`config.mk`:
```
export PLATFORM = sky130hd
export DESIGN_NAME = read_addr_translate
export DESIGN_NICKNAME = d
export VERILOG_FILES = /design/src/logic/board_bus_pkg.sv /design/src/logic/read_addr_translate.sv
export VERILOG_INCLUDE_DIRS = /design/src /design/src/logic
export SDC_FILE = /design/constraint.sdc
export NUM_CORES = 1
export LEC_CHECK = 0
export BUFFER_PORTS_ARGS = -buffer_cell sky130_fd_sc_hd__buf_2
export CAP_MARGIN = 5
export CORE_MARGIN = 2
export CORE_UTILIZATION = 50
export DETAILED_ROUTE_END_ITERATION = 16
export PLACE_DENSITY = 0.74
export SLEW_MARGIN = 20
export SYNTH_ARGS = -nofsm -noshare
export SYNTH_HDL_FRONTEND = slang
export SYNTH_SLANG_ARGS = --single-unit
```
`constraint.sdc`:
```
create_clock -name vclk -period 11.34
set_input_delay 1.134 -clock vclk [all_inputs]
set_output_delay 1.134 -clock vclk [all_outputs]
set_load 0.1 [all_outputs]
```
`src/logic/board_bus_consts.svh`:
```
// ----------------------------------------------------------------------
// board bus constants for address spaces, channel 0 register offsets,
// real-time block layout and watchdog timing
// ----------------------------------------------------------------------
`ifndef BOARD_BUS_CONSTS_SVH
`define BOARD_BUS_CONSTS_SVH

// ----------------------------------------------------------------------
// address spaces in bits 15:12 of a bus address
// ----------------------------------------------------------------------
`define ADDR_MAIN       4'h0    // board registers and per-channel registers
`define ADDR_HUB        4'h1    // hub memory holding quadlets from other boards
// any other space code falls through to the external board

// ----------------------------------------------------------------------
// channel 0 board registers with the offset in bits 3:0
// ----------------------------------------------------------------------
`define REG_STATUS      4'd0    // board id, watchdog flag, period low half
`define REG_TIMESTAMP   4'd1    // free-running timestamp from the board
`define REG_WDOG        4'd3    // watchdog period in ticks where 0 disables it

// first per-channel offset used by the real-time block
`define RT_MOTOR_REG0   4'd0    // 2 quadlets per motor channel
`define RT_ENC_REG0     4'd5    // 5 quadlets per encoder channel

// default channel counts
`define NUM_MOTORS      4
`define NUM_ENCODERS    4

// sysclk cycles per watchdog count
// kept short so the timeout shows up quickly in simulation
`define WDOG_TICK       4

`endif

```
`src/logic/board_bus_pkg.sv`:
```
// ----------------------------------------------------------------------
// board bus types for the 16-bit register address seen through its two
// decodings and the 32-bit data quadlet
// ----------------------------------------------------------------------
package board_bus_pkg;

    // one data quadlet on the read or write bus
    typedef logic [31:0] quad_t;

    // main space view of a board or channel register
    typedef struct packed {
        logic [3:0] space;      // address space code
        logic [3:0] rsvd;       // not decoded here
        logic [3:0] chan;       // 0 = board registers, 1..n = channels
        logic [3:0] offset;     // register within the channel
    } main_addr_t;

    // hub space view of a quadlet from another board
    typedef struct packed {
        logic [3:0] space;      // address space code
        logic [3:0] rsvd;       // not decoded here
        logic [3:0] board;      // source board number
        logic [3:0] quad;       // quadlet index within that board
    } hub_addr_t;

    // same 16 bits decoded by space
    // space picks which view is meaningful and the rest of the word
    // is read through that view
    typedef union packed {
        main_addr_t main;
        hub_addr_t  hub;
    } reg_addr_t;

endpackage

```
`src/logic/read_addr_translate.sv`:
```
// ----------------------------------------------------------------------
// read address translation for the real-time block read that maps a
// quadlet index onto the board and channel register it reports
// ----------------------------------------------------------------------
`timescale 1ns/10ps
`include "board_bus_consts.svh"

module read_addr_translate #(
    parameter int NUM_MOTORS   = `NUM_MOTORS,
    parameter int NUM_ENCODERS = `NUM_ENCODERS
) (
    input  board_bus_pkg::reg_addr_t reg_raddr_in,
    input  logic                     blk_rt_rd,
    output board_bus_pkg::reg_addr_t reg_raddr_out
);

    // quadlet ranges inside the block
    localparam int MOT_Q0 = 2;                          // after status and timestamp
    localparam int MOT_QN = MOT_Q0 + 2 * NUM_MOTORS;    // first encoder quadlet
    localparam int ENC_QN = MOT_QN + 5 * NUM_ENCODERS;  // end of the table

    logic [7:0] q;      // quadlet index from the master
    logic [7:0] idx;    // index within the motor or encoder range

    assign q = {reg_raddr_in.main.chan, reg_raddr_in.main.offset};

    always_comb begin
        reg_raddr_out = reg_raddr_in;                   // normal reads pass through
        idx = 8'd0;
        if (blk_rt_rd && (q < 8'(ENC_QN))) begin
            reg_raddr_out = '0;
            reg_raddr_out.main.space = `ADDR_MAIN;
            if (q == 8'd0) begin
                reg_raddr_out.main.offset = `REG_STATUS;     // channel 0
            end else if (q == 8'd1) begin
                reg_raddr_out.main.offset = `REG_TIMESTAMP;  // channel 0
            end else if (q < 8'(MOT_QN)) begin
                idx = q - 8'(MOT_Q0);
                reg_raddr_out.main.chan   = 4'(idx >> 1) + 4'd1;        // motor m+1
                reg_raddr_out.main.offset = `RT_MOTOR_REG0 + {3'd0, idx[0]};
            end else begin
                idx = q - 8'(MOT_QN);
                reg_raddr_out.main.chan   = 4'(idx / 8'd5) + 4'd1;      // encoder e+1
                reg_raddr_out.main.offset = `RT_ENC_REG0 + 4'(idx % 8'd5);
            end
        end
        // quadlets past the table keep the raw address
    end

endmodule

```
==> results.py <==
metrics = {
    "detailed_routing": {
        "dr_wl_met2_um": 1780,
        "dr.pass1.iters": 4,
        "wl_met3_um": 333,
        "via_per_inst": 6.64,
        "detail-route-antenna-nets": 0,
        "wl_met1_um": 1870,
        "highest_layer": "met4",
        "drt_iter0_markers": 150,
        "wl_per_cell_um": 14.9,
        "num_vias": 1793,
        "drt_wl_total_um": 4030,
        "drc": 0,
    },
    "worst_setup_path": {
        "path_delay_family": "simple AND/OR/NAND/NOR gates",
        "path_buf_inv": 4,
        "path_depth": 22,
        "endpoint_kind": "output port",
        "slowest_delay_ns": 0.64,
        "crit_required_ns": 10.21,
        "cp_max_fo": 14,
        "worstPathCellList": "buf_2 > clkinv_1 > ha_1 > xnor2_1 > and3_1 > nand2_1 > a31oi_1 > or2_2 > inv_1 > ha_1 > nor3_1 > o21ai_0 > a21oi_1 > ha_1 > nor2b_1 > o21a_4 > nor2_1 > a21oi_1 > ha_1 > xnor2_1 > o31ai_1 > buf_2",
        "cp-start-kind": "primary input",
        "setup.worst_path.class": "primary input to output port",
        "worstPathArrival_ns": 6.60,
        "cp_slowest_cell": "xnor2_1",
        "critPathMostFrequentCell": "ha_1",
    },
    "min_path": {
        "hp-class": "primary input to output port",
        "hold_depth": 3,
    },
    "logic_synthesis": {
        "syn_inst": 221,
        "synthDistinctLibCells": 68,
        "avgSynthCellArea_um2": 6.77,
        "synth_fp_nets": 246,
        "synth_area_mm2": 0.00150,
        "yosysWarnings": 0,
        "ys_seq_area_frac": 0,
    },
    "layout": {
        "fin_util": 0.579,
        "antenna_cells": 0,
        "final_layout_size_suffix_gt1_frac": 0.218,
        "final_area_mm2": 0.00163,
        "regArea_um2": 0,
        "finalNetCount": 266,
        "layout_commonest_cell": "buf_2",
        "syn2layout_area_growth_pct": 8.61,
        "n_clock_buffer": 0,
        "final_cell_mix": "33 x buf_2, 16 x nand2_1, 13 x nor2_1",
        "nFlopsAndLatches": 0,
    },
    "die": {
        "die_w_um": 58.7,
        "die_h_um": 58.7,
        "io_pins": 33,
        "die-area_mm2": 0.00345,
        "initial_utilization": 0.533,
        "fp.coreArea_mm2": 0.00281,
        "num_rows": 19,
    },
    "sta": {
        "holdWs_ns": 2.76,
        "fin_tns_setup_ns": 0,
        "worstMarginPinSlew_ns": 0.730,
        "hold_viol_final": 0,
        "setup_viol": 0,
        "finalCritPeriodShare": 0.682,
        "max_freq_mhz": 129,
        "rsz0062_at_grt": "no",
        "fin_crit_ns": 7.73,
        "maxSlewHeadroom": 0.510,
        "report.final.slew_viol_count": 0,
    },
    "clock_network": {
        "cts-resized-gates": 0,
        "cts-hold-fix-buffers": 0,
        "post-cts-setup-buffers": 0,
    },
    "global_route": {
        "track_usage": 0.243,
        "grt_pass1_wl_um": 6860,
        "grt_max_degree": 24,
        "grt_pass1_vias": 1494,
        "antenna_found_initial": 0,
        "grt-ovfl-total": 0,
    },
    "power_and_ir_drop": {
        "pwr-share-seq": 0,
        "cellPowerDensity_mw_per_mm2": 102,
        "leakage_nw": 0.661,
        "ir_drop_mv": 0.0753,
        "clockPowerShare": 0,
        "p_int_uw": 56.9,
        "p_comb_frac": 1.000,
        "swShare": 0.656,
        "p_switching_uw": 109,
    },
    "placed_design": {
        "hpwl_um": 3080,
        "place_congestion": 0.939,
        "dpl_cell_area_mm2": 0.00163,
        "numPortBuffers": 33,
    },
    "run_status": {
        "status": "finished clean",
    },
    "run": {
        "max_cap_violations": 0,
    },
}
## per-stage QoR
step / worst slack [ns] / power [mW] / instances
floorplan: 2.76 / 0.136 / 221
global placement: 3.91 / 0.163 / 270
detailed placement: 3.71 / 0.163 / 270
CTS: 3.68 / 0.164 / 270
global route: 3.04 / 0.182 / 270
finish: 3.61 / 0.165 / 270
## cell families (layout without fill, tap and decap cells)
logic type / count (synthesis) / after routing / synth area share
compound gates: 85 / 85 / 0.427
simple gates: 84 / 84 / 0.312
xor+xnor: 13 / 13 / 0.0811
fa+ha+maj: 8 / 8 / 0.0669
mux: 4 / 4 / 0.0301
buf+inv: 27 / 45 / 0.0828
## worst paths after layout
kind       startpoint          endpoint  slack [ns]
max   reg_raddr_in[1]  reg_raddr_out[2]        3.61
min   reg_raddr_in[9]  reg_raddr_out[9]        2.76
## power by group through the flow
stage	sequential (mW)	combinational, mW	clock (mW)
CTS	0	0.164	0
global route	0	0.182	0
global placement	0	0.163	0
floorplan	0	0.136	0
detailed placement	0	0.163	0
finish	0	0.165	0
## metal layers
layer,up-vias,global-route usage
li1,882,-
met1,810,0.370
met2,91,0.401
met3,10,0.00659
met4,0,0.00974
met5,-,0
## cell type report
class | instances | area (um2)
Fill cell | 285 | 1180
Inverter | 11 | 41.3
Multi-Input combinational cell | 194 | 1370
Tap cell | 31 | 38.8
Timing Repair Buffer | 34 | 173
## worst min-delay path, delay by kind of cell
family                 cells  cell delay (ns)
buffers and inverters      2             0.37
AND/OR/NAND/NOR            1             0.12
## synthesized netlist by cell type, types with 4 or more instances
library cell  instances  area share
a21oi_1              11       0.037
a31oi_1               7       0.029
and2_1               11       0.046
buf_2                 6       0.020
clkbuf_1              7       0.018
ha_1                  8       0.067
inv_1                10       0.025
nand2_1              16       0.040
nand3_1               5       0.017
nand4_1               4       0.017
nor2_1               13       0.033
nor2b_1               4       0.017
nor3_1                7       0.023
o211ai_1              8       0.040
o21ai_0              12       0.040
o31ai_1               6       0.030
or3_1                 4       0.017
xnor2_1               7       0.041
xor2_1                5       0.029
No activity file was read; power rests on OpenSTA's default activity.
