===== src/logic/board_bus_consts.svh =====
// ----------------------------------------------------------------------
// board bus constants for address spaces, channel 0 register offsets,
// real-time block layout and watchdog timing
// ----------------------------------------------------------------------
`ifndef BOARD_BUS_CONSTS_SVH
`define BOARD_BUS_CONSTS_SVH

// ----------------------------------------------------------------------
// address spaces in bits 15:12 of a bus address
// ----------------------------------------------------------------------
`define ADDR_MAIN       4'h0    // board registers and per-channel registers
`define ADDR_HUB        4'h1    // hub memory holding quadlets from other boards
// any other space code falls through to the external board

// ----------------------------------------------------------------------
// channel 0 board registers with the offset in bits 3:0
// ----------------------------------------------------------------------
`define REG_STATUS      4'd0    // board id, watchdog flag, period low half
`define REG_TIMESTAMP   4'd1    // free-running timestamp from the board
`define REG_WDOG        4'd3    // watchdog period in ticks where 0 disables it

// first per-channel offset used by the real-time block
`define RT_MOTOR_REG0   4'd0    // 2 quadlets per motor channel
`define RT_ENC_REG0     4'd5    // 5 quadlets per encoder channel

// default channel counts
`define NUM_MOTORS      4
`define NUM_ENCODERS    4

// sysclk cycles per watchdog count
// kept short so the timeout shows up quickly in simulation
`define WDOG_TICK       4

`endif


===== src/logic/board_bus_pkg.sv =====
// ----------------------------------------------------------------------
// board bus types for the 16-bit register address seen through its two
// decodings and the 32-bit data quadlet
// ----------------------------------------------------------------------
package board_bus_pkg;

    // one data quadlet on the read or write bus
    typedef logic [31:0] quad_t;

    // main space view of a board or channel register
    typedef struct packed {
        logic [3:0] space;      // address space code
        logic [3:0] rsvd;       // not decoded here
        logic [3:0] chan;       // 0 = board registers, 1..n = channels
        logic [3:0] offset;     // register within the channel
    } main_addr_t;

    // hub space view of a quadlet from another board
    typedef struct packed {
        logic [3:0] space;      // address space code
        logic [3:0] rsvd;       // not decoded here
        logic [3:0] board;      // source board number
        logic [3:0] quad;       // quadlet index within that board
    } hub_addr_t;

    // same 16 bits decoded by space
    // space picks which view is meaningful and the rest of the word
    // is read through that view
    typedef union packed {
        main_addr_t main;
        hub_addr_t  hub;
    } reg_addr_t;

endpackage


===== src/logic/reg_bus_if.sv =====
// ----------------------------------------------------------------------
// register bus between the top level and one target block
// ----------------------------------------------------------------------
`timescale 1ns/10ps

interface reg_bus_if;
    import board_bus_pkg::*;

    reg_addr_t raddr;   // read address held by the master until data valid
    quad_t     rdata;   // read data from the target
    logic      rwait;   // 1 = target needs an extra cycle for read data
    reg_addr_t waddr;   // write address
    quad_t     wdata;   // write data
    logic      wen;     // single-cycle write strobe

    // top level side
    modport host (
        output raddr, waddr, wdata, wen,
        input  rdata, rwait
    );

    // target block side
    modport target (
        input  raddr, waddr, wdata, wen,
        output rdata, rwait
    );

endinterface


===== src/logic/board_regs.sv =====
// ----------------------------------------------------------------------
// channel 0 board registers for status, timestamp and the watchdog with
// its period, tick prescaler and timeout flag
// ----------------------------------------------------------------------
`timescale 1ns/10ps
`include "board_bus_consts.svh"

module board_regs (
    input  logic                 sysclk,
    input  logic                 reset,
    input  logic [3:0]           board_id,      // rotary switch
    input  board_bus_pkg::quad_t timestamp,
    input  logic                 wdog_clear,    // clear timeout flag
    reg_bus_if.target            bus,
    output logic                 wdog_timeout
);
    import board_bus_pkg::*;

    localparam int TICK_W = $clog2(`WDOG_TICK + 1);
    localparam logic [TICK_W-1:0] TICK_LAST = TICK_W'(`WDOG_TICK - 1);

    quad_t             wdog_period;    // 0 = watchdog disabled
    quad_t             wdog_count;     // ticks since last main write
    logic [TICK_W-1:0] tick_cnt;       // sysclk prescaler
    logic              main_wr;        // any write in main space
    logic              period_wr;      // write to the period register

    assign main_wr   = bus.wen && (bus.waddr.main.space == `ADDR_MAIN);
    assign period_wr = main_wr && (bus.waddr.main.chan == 4'd0)
                       && (bus.waddr.main.offset == `REG_WDOG);

    // ------------------------------------------------------------------
    // watchdog
    // ------------------------------------------------------------------
    always_ff @(posedge sysclk) begin
        if (reset) begin
            wdog_period  <= '0;
            wdog_count   <= '0;
            tick_cnt     <= '0;
            wdog_timeout <= 1'b0;
        end else begin
            if (period_wr)
                wdog_period <= bus.wdata;

            // host activity restarts the count
            if (main_wr || wdog_clear) begin
                wdog_count <= '0;
                tick_cnt   <= '0;
            end else if (tick_cnt == TICK_LAST) begin
                tick_cnt <= '0;
                if (wdog_count != wdog_period)
                    wdog_count <= wdog_count + 32'd1;   // holds once it hits the period
            end else begin
                tick_cnt <= tick_cnt + 1'b1;
            end

            if (wdog_clear || period_wr)
                wdog_timeout <= 1'b0;
            else if ((wdog_period != '0) && (wdog_count == wdog_period))
                wdog_timeout <= 1'b1;                   // sticky until cleared
        end
    end

    // ------------------------------------------------------------------
    // read mux for channel 0 as selected at the top level
    // ------------------------------------------------------------------
    always_comb begin
        case (bus.raddr.main.offset)
            `REG_STATUS:    bus.rdata = {4'd0, board_id, wdog_timeout, 7'd0,
                                         wdog_period[15:0]};
            `REG_TIMESTAMP: bus.rdata = timestamp;
            `REG_WDOG:      bus.rdata = wdog_period;
            default:        bus.rdata = '0;         // undecoded offsets
        endcase
    end

    assign bus.rwait = 1'b0;    // plain register reads

endmodule


===== src/flat_wrapper.sv =====
// flat-port wrapper written by rule: the top's interface ports become plain ports
module board_regs_flat import board_bus_pkg::*;
  (sysclk, reset, board_id, timestamp, wdog_clear, wdog_timeout, bus_raddr, bus_waddr, bus_wdata, bus_wen, bus_rdata, bus_rwait);
  reg_bus_if bus_i ();
  input  logic sysclk;
  input  logic reset;
  input  logic [3:0] board_id;
  input  board_bus_pkg::quad_t timestamp;
  input  logic wdog_clear;
  output logic wdog_timeout;
  input wire logic [$bits(bus_i.raddr)-1:0] bus_raddr;
  input wire logic [$bits(bus_i.waddr)-1:0] bus_waddr;
  input wire logic [$bits(bus_i.wdata)-1:0] bus_wdata;
  input wire logic [$bits(bus_i.wen)-1:0] bus_wen;
  output wire logic [$bits(bus_i.rdata)-1:0] bus_rdata;
  output wire logic [$bits(bus_i.rwait)-1:0] bus_rwait;
  assign bus_i.raddr = bus_raddr;
  assign bus_i.waddr = bus_waddr;
  assign bus_i.wdata = bus_wdata;
  assign bus_i.wen = bus_wen;
  assign bus_rdata = bus_i.rdata;
  assign bus_rwait = bus_i.rwait;
  board_regs u_core (.sysclk(sysclk), .reset(reset), .board_id(board_id), .timestamp(timestamp), .wdog_clear(wdog_clear), .bus(bus_i), .wdog_timeout(wdog_timeout));
endmodule

===== config.mk =====
export PLATFORM = sky130hd
export DESIGN_NAME = board_regs_flat
export DESIGN_NICKNAME = d
export VERILOG_FILES = /design/src/logic/board_bus_pkg.sv /design/src/logic/reg_bus_if.sv /design/src/logic/board_regs.sv /design/src/flat_wrapper.sv
export VERILOG_INCLUDE_DIRS = /design/src /design/src/logic
export SDC_FILE = /design/constraint.sdc
export NUM_CORES = 1
export LEC_CHECK = 0
export ABC_CLOCK_PERIOD_IN_PS = 5570
export BUFFER_PORTS_ARGS = -buffer_cell sky130_fd_sc_hd__buf_2
export CORE_ASPECT_RATIO = 0.6
export CORE_UTILIZATION = 25
export DETAILED_ROUTE_END_ITERATION = 7
export PLACE_DENSITY = 0.56
export SLEW_MARGIN = 15
export SYNTH_ARGS = -nofsm -noshare
export SYNTH_HDL_FRONTEND = slang
export SYNTH_SLANG_ARGS = --single-unit

===== constraint.sdc =====
create_clock -name sysclk -period 5.57 [get_ports sysclk]
set_input_delay 1.114 -clock sysclk [delete_from_list [all_inputs] [get_ports sysclk]]
set_output_delay 1.114 -clock sysclk [all_outputs]
set_load 0.02 [all_outputs]

==> results by stage, run 1 <==
Outcome:
- The flow ran to the end, but the final reports show violations.
- The final reports fail on design-rule violations.

GRT:
- The largest net degree at the start of global routing is 36.
- The wire length of the first global-routing pass is 19.41 mm.
- The number of antenna violations at the first check in global routing is 0.
- The via count of the first global-routing pass is 3564.
- Global routing used 15.92% of the available tracks.
- Summed over all layers, the global routing overflow is 0.

STA:
- Setup repair after global routing left no endpoint under its margin.
- At the pin with the least slew margin, the transition time is 1.078 ns.
- The final worst-path cycle share is 70.47%.
- The final hold slack is 0.4331 ns.
- The final hold violation count was 0.
- The max-slew headroom at the worst pin is 27.68%.
- On the final layout, the worst clock skew is 0.008045 ns.
- The final count of pins violating max slew came to 0.
- The final sum of negative setup slack is 0 ns.
- Setup violations remaining at the end of the flow were counted as 0.
- The highest clock rate is 254.8 MHz.
- The final critical-path required period is 3.925 ns.

Floorplanning:
- For this design the top-level I/O count stands at 138.
- In this run the standard cell core region covers 14720 um^2.
- The initial core utilization is 25.94%.
- The die area is 15790 um^2.
- Measured along the y axis, the die boundary spans 97.73 um.
- The die is 161.6 um wide.
- The initialized floorplan defines 34 standard-cell rows.

Clock network:
- The number of buffers added for setup after CTS is 0.
- TritonCTS built the clock tree.
- Counting along the longest clock path gives a buffer depth of 2.
- The clock root buffer is clkbuf_16.
- The clock edge transition at the registers on the reported setup and hold paths is 0.06 ns.
- The number of buffers created by CTS is 9.
- The clock sink count is 68.
- Gates resized during post-CTS repair numbered 0.
- For this design, the CTS-stage hold fixing added 0 buffers.
- The number of H-tree levels is 3.
- The clock latency reported for the late side of the worst-skew pair is 0.34 ns.

Placed design:
- Input and output buffers added on the ports amount to 120.
- At the end of routability-driven placement, the weighted congestion stood at 0.8215.
- The HPWL after detailed placement is 9.635 mm.

Logic synthesis:
- In the post-synthesis netlist, the biggest area contributors are dfxtp_1 (36%), nand2_1 (8.9%), xnor2_1 (8.9%).
- Summed over its instances, the top area cell type makes up 35.65% of the synthesized netlist area.
- Among all flip-flop cells after synthesis, the most frequent one is dfxtp_1.
- The post-synthesis async set-or-reset flop share is 0%.
- The number of flip-flops and latches in the synthesized netlist is 68.
- The synthesized design contains 0 enable-type register cells.
- Synthesis handed over a netlist of 472 instances.
- Averaged over all synthesized cells, the footprint is 8.090 um^2.
- By count the netlist is led by nand2_1 (91), dfxtp_1 (68), a21oi_1 (47).
- Yosys printed 0 warnings.
- Of the synthesized area, sequential elements account for 35.65%.
- Yosys instantiated no cell more often than nand2_1.
- The cell type with the highest aggregate area in the netlist is dfxtp_1.
- The total nets after synthesis is 579.
- The synthesized netlist contains 48 unique library cells.
- The netlist area before placement is 3819 um^2.

Layout:
- The filler cells instantiated in the layout total 1555.
- Summing all flip-flop and latch instances after layout gives 1361 um^2.
- The net count of the finished layout is 684.
- The area taken by multi-input logic gates is 2281 um^2.
- The share of final-layout standard cells stronger than drive strength 1 is 28.69%.
- The number of antenna diodes in the final layout is 0.
- The post-synthesis to final-layout area growth is 28.21%.

Critical path:
- The largest single stage delay on the critical path is 0.75 ns.
- On the critical path the largest part of the delay comes from simple AND/OR/NAND/NOR gates.
- The number of buffers and inverters on the critical path is 2.
- For the worst setup path, the data arrival time is 2.81 ns.
- The kind of start point of the critical path is an input port.
- The critical path is of the input port to output pin type.
- The worst setup path is captured at an output pin.
- Of all nets on the critical path, the largest fanout is 16.
- The critical path goes through buf_2 > nor4_1 > or2_2 > a22o_1 > buf_2.
- The most used cell along the critical path is buf_2.
- On the critical path, the stage with the largest delay is an instance of nor4_1.
- The data required time of the critical path is 4.46 ns.

Power and ir drop:
- The reported leakage power is 1.957 nW.
- Dividing total power by cell area gives a power density of 235.9 nW/um^2.
- VDD sags by at most 0.0001580 V.

Worst hold path:
- The type of the tightest min-delay check is flop to flop.

Route:
- The initial detailed-routing violation count is 344.
- The first TritonRoute pass finished after 8 iterations.
- After detailed routing, the number of remaining DRC violations is 1.
- After detailed routing, the total wire length is 12.44 mm.
- The detailed router placed 3884 vias in this run.
- The detail-routed via count per cell is 4.979.
- After detailed routing, the average wire length per cell comes to 15.95 um.
- The number of antenna-violating nets in the routed design is 0.

Job:
- Max-cap violations in this run came to 0.
## layout make-up
cell class                 instances  area share, %
inverter                          14          1.073
clock buffer                       9          4.600
sequential                        68          27.80
clock inverter                     7          1.687
multi-input combinational        358          46.59
tap                              198          5.060
timing repair buffer             126          13.19
## state kept, by name (all words and copies together), names as in the netlist
register             count
u_core.wdog_count       32
u_core.wdog_period      32
u_core.tick_cnt          3
u_core.wdog_timeout      1
## placed cells by master (no fill, tap or decap), types with 9 or more instances in the layout
master     count
nand4_1       17
nor2_1        15
nand2_1       91
clkbuf_16      9
dfxtp_1       68
mux2i_1        9
xnor2_1       39
a22o_1        27
nor4_1        10
buf_2        120
inv_1         14
nand3_1       18
and3_1        10
a21oi_1       47
## stage by stage
step	util (%)	area [um^2]	power (mW)	cells	setup WS (ns)
2_1_floorplan	-	3819	0.5299	472	2.011
4_1_cts	33.23	4891	1.168	780	1.651
5_1_grt	33.26	4896	1.195	780	1.520
3_3_place_gp	31.14	4583	0.5679	764	1.707
6_report	33.26	4896	1.155	780	1.645
3_5_place_dp	31.14	4583	0.5704	764	1.688
## layer usage
metal	GRT usage, %	vias up	routed length [um]
met3	3.568	16	836
met4	4.136	0	174
met2	20.82	126	4790
met1	25.23	1850	6638
met5	0	-	0
li1	-	1892	-
## final timing paths
kind	start	endpoint	slack [ns]	cells past startpoint
worst max-delay path	bus_raddr[3]	bus_rdata[9]	1.64	5
worst min-delay path	u_core.tick_cnt[0]	u_core.tick_cnt[0]	0.43	1
worst max register to register	u_core.wdog_period[22]	u_core.wdog_count[11]	3.16	7
worst min register to register	u_core.tick_cnt[0]	u_core.tick_cnt[0]	0.43	1
## power breakdown
group	total (mW)	leakage, nW	internal, mW	switching, mW
registers	0.487	0.548	0.487	0.000372
clock network	0.595	0.145	0.354	0.241
logic	0.0724	1.26	0.0343	0.0381
total	1.16	1.96	0.876	0.280
## cell families after synthesis
kind of cell	count (synthesis)	synth area share, %
xor gates and xnor gates	39	8.945
other	1	0.09820
and+or+nand+nor	203	27.06
AOI/OAI and AO/OA	103	19.43
muxes	9	2.359
buffers and inverters	46	5.472
adders and majority gates	3	0.9831
DFF	68	35.65
Power figures use the tool's default switching activity.
==> run 2, diff against run 1 <==
ABC_CLOCK_PERIOD_IN_PS = 3700   (was 5570)
clock period = 3.7 ns   (was 5.57 ns; I/O delays follow)
==> results by stage, run 2 (same netlist as run 1, synthesis figures left out) <==
Worst hold path:
- The instance count along the most critical hold path is 1 (unchanged).
- The type of the tightest min-delay check is flop to flop (unchanged).
- The sink of the worst hold path is u_core.tick_cnt[0] (unchanged).
- The startpoint of the tightest hold check path was u_core.tick_cnt[0] (unchanged).

Critical path:
- The register-to-register setup slack is 1.00 ns (was 3.16 ns).
- The nature of the critical path endpoint is an output pin (unchanged).
- The reg-to-reg critical path startpoint is u_core.wdog_period[22] (unchanged).
- The path type of the worst setup path is input port to output pin (unchanged).
- The kind of start point of the critical path was an input port (unchanged).
- The highest net fanout along the worst path came to 16 (unchanged).
- Series of cell instances along the critical path: buf_2 > nor4bb_2 > or2_2 > a22o_1 > buf_2 (was buf_2 > nor4_1 > or2_2 > a22o_1 > buf_2).
- The most used cell along the critical path is buf_2 (unchanged).
- The data arrival time of the critical path is 2.22 ns (was 2.81 ns).
- The data required time of the critical path came to 2.96 ns (was 4.46 ns).
- The maximum cell stage delay along the critical path came to 0.58 ns (was 0.75 ns).
- The critical-path cell with the highest stage delay is nor4bb_2 (was nor4_1).
- The number of cells on the worst reg-to-reg path is 6 (was 7).
- The worst flop-to-flop path endpoint is u_core.wdog_count[27] (was u_core.wdog_count[11]).

Layout:
- Commonest non-fill, non-tap cells in the layout: buf_2 (120), nand2_1 (91), dfxtp_1 (68) (unchanged).
- Registers with the most flip-flops: u_core.wdog_count (32), u_core.wdog_period (32), u_core.tick_cnt (3) (unchanged).
- The leading cell type in the layout, fill and taps excluded is buf_2 (unchanged).
- The post-synthesis to final-layout area growth is 28.57% (was 28.21%).
- The filler cell count in the final layout is 1562 (was 1555).
- The share of final-layout standard cells stronger than drive strength 1 came to 28.89% (was 28.69%).
- The net count reported at finish was 687 (was 684).
- The count of inserted antenna diode cells is 0 (unchanged).

Outcome:
- Run status: finished clean (was complete, but fails checks).

STA:
- The final sum of negative setup slack is 0 ns (unchanged).
- The final count of pins violating max slew is 0 (unchanged).
- The final critical path takes up 80.12% of the cycle.
- The final hold slack came to 0.4363 ns (was 0.4331 ns).
- The final setup violation count was 0 (unchanged).
- The transition at the pin with the smallest max-transition slack is 0.9912 ns (was 1.078 ns).
- Derived from the worst setup path, the maximum achievable clock frequency is 337.3 MHz.
- The worst clock skew on the final layout is 0.006129 ns (was 0.008045 ns).
- The max-slew headroom at the worst pin came to 33.53% (was 27.68%).
- Setup repair after global routing missed its margin: no (unchanged).
- The final hold violation count was 0 (unchanged).
- The post-route worst setup slack was 0.7354 ns (was 1.645 ns).
- The final critical-path required period is 2.965 ns.

Power and ir drop:
- The reported leakage power is 1.971 nW (was 1.957 nW).
- The power density of the placed cells is 353.0 nW/um^2 (was 235.9 nW/um^2).
- The worst vdd rail ir drop was 0.0002042 V (was 0.0001580 V).

Route:
- The per-cell routed wire length came to 15.57 um (was 15.95 um).
- The via count of the routed design was 3918 (was 3884).
- The detail-routed via count per cell is 5.004 (was 4.979).
- The aggregate routed wire length came to 12.19 mm (was 12.44 mm).
- The number of antenna-violating nets in the routed design came to 0 (unchanged).
- The iteration count of the initial detailed-routing pass came to 6 (was 8).
- The initial detailed-routing violation count is 256 (was 344).
- The remaining routing DRC violations came to 0 (was 1).

Floorplanning:
- The count of boundary I/O pins is 138 (unchanged).
- The die span in y is 97.73 um (unchanged).
- The die area is 15790 um^2 (unchanged).
- The width of the die is 161.6 um (unchanged).
- The core box area is 14720 um^2 (unchanged).
- The initial core utilization is 25.94% (unchanged).
- The placement row count came to 34 (unchanged).

GRT:
- The wire length of the first global-routing pass is 18.97 mm (was 19.41 mm).
- The met2 usage in global routing is 21.22% (was 20.82%).
- The number of antenna violations at the first check in global routing is 0 (unchanged).
- The global-route track usage on met3 is 3.696% (was 3.568%).
- The routing layer with the top usage in global route was met1 (unchanged).
- The total congestion overflow is 0 (unchanged).
- The via count of the first global-routing pass is 3542 (was 3564).
- The global router's overall resource usage is 15.72% (was 15.92%).
- The largest net degree at the start of global routing is 36 (unchanged).
- The met1 track utilization from global routing is 24.09% (was 25.23%).

Placed design:
- The port buffer count is 120 (unchanged).
- The placed wire-length estimate after detailed placement is 9.522 mm (was 9.635 mm).
- The routability-driven placement congestion ratio is 0.8241 (was 0.8215).
- The worst setup slack after placement is 0.7554 ns (was 1.688 ns).

Clock network:
- The clock latency reported for the late side of the worst-skew pair came to 0.34 ns (about the same).
- The clock root buffer is clkbuf_16 (unchanged).
- The number of buffers created by CTS is 9 (unchanged).
- The maximum clock path buffer count was 2 (unchanged).
- The number of buffers added for setup after CTS is 0 (unchanged).
- The clock sink count was 68 (unchanged).
- The number of buffers inserted for hold repair after clock tree synthesis is 0 (unchanged).
- The CTS tree is built (unchanged).
- The number of H-tree levels is 3 (unchanged).
- The clock edge transition at the registers on the reported setup and hold paths is 0.06 ns (about the same).
- The number of gates resized after CTS is 0 (unchanged).

Job:
- The max-capacitance violation count is 0 (unchanged).
==> run 2: metrics by stage <==
stage | power, mW | cell area [um^2] | utilization, % | cells
6_report | 1.733 | 4910 | 33.36 | 783
5_1_grt | 1.797 | 4910 | 33.36 | 783
4_1_cts | 1.749 | 4910 | 33.36 | 783
3_5_place_dp | 0.8592 | 4599 | 31.25 | 767
3_3_place_gp | 0.8556 | 4599 | 31.25 | 767
2_1_floorplan | 0.7977 | 3819 | - | 472
==> run 2: metal layers <==
metal	up-vias	routed length, um
li1	1899	-
met1	1871	6358
met2	136	4829
met3	12	877
met4	0	125
met5	-	0
==> run 2: worst max-delay path by stage <==
| stage | start | endpoint | slack [ns] | cells after the start |
|---|---|---|---|---|
| 2_1_floorplan | bus_raddr[3] | bus_rdata[12] | 0.89 | 5 |
| 4_1_cts | bus_raddr[3] | bus_rdata[5] | 0.76 | 5 |
| 6_report | bus_raddr[3] | bus_rdata[5] | 0.74 | 5 |
| 3_3_place_gp | bus_raddr[3] | bus_rdata[12] | 0.77 | 5 |
| 3_5_place_dp | bus_raddr[3] | bus_rdata[5] | 0.76 | 5 |
| 5_1_grt | bus_raddr[3] | bus_rdata[5] | 0.59 | 5 |
==> run 2: final cells by class <==
cell class,count,area [um^2],share of cell area [%]
Multi-Input combinational cell,358,2270,46.23
Clock inverter,6,71.32,1.453
Clock buffer,10,239.0,4.867
Tap cell,198,247.7,5.046
Sequential cell,68,1361,27.73
Inverter,14,52.55,1.070
Timing Repair Buffer,129,668.1,13.61
==> run 2: worst max-delay path: cells and delay by family <==
family / cells / cell delay [ns]
and+or+nand+nor: 2 / 1.01
buffers and inverters: 2 / 0.28
AOI/OAI and AO/OA: 1 / 0.19
==> run 2: report_power, final <==
group,total (mW),switching [mW],internal [mW],leakage (nW)
clock network,0.890,0.345,0.545,0.146
logic,0.109,0.0570,0.0523,1.28
registers,0.734,0.000615,0.733,0.548
total,1.73,0.402,1.33,1.97
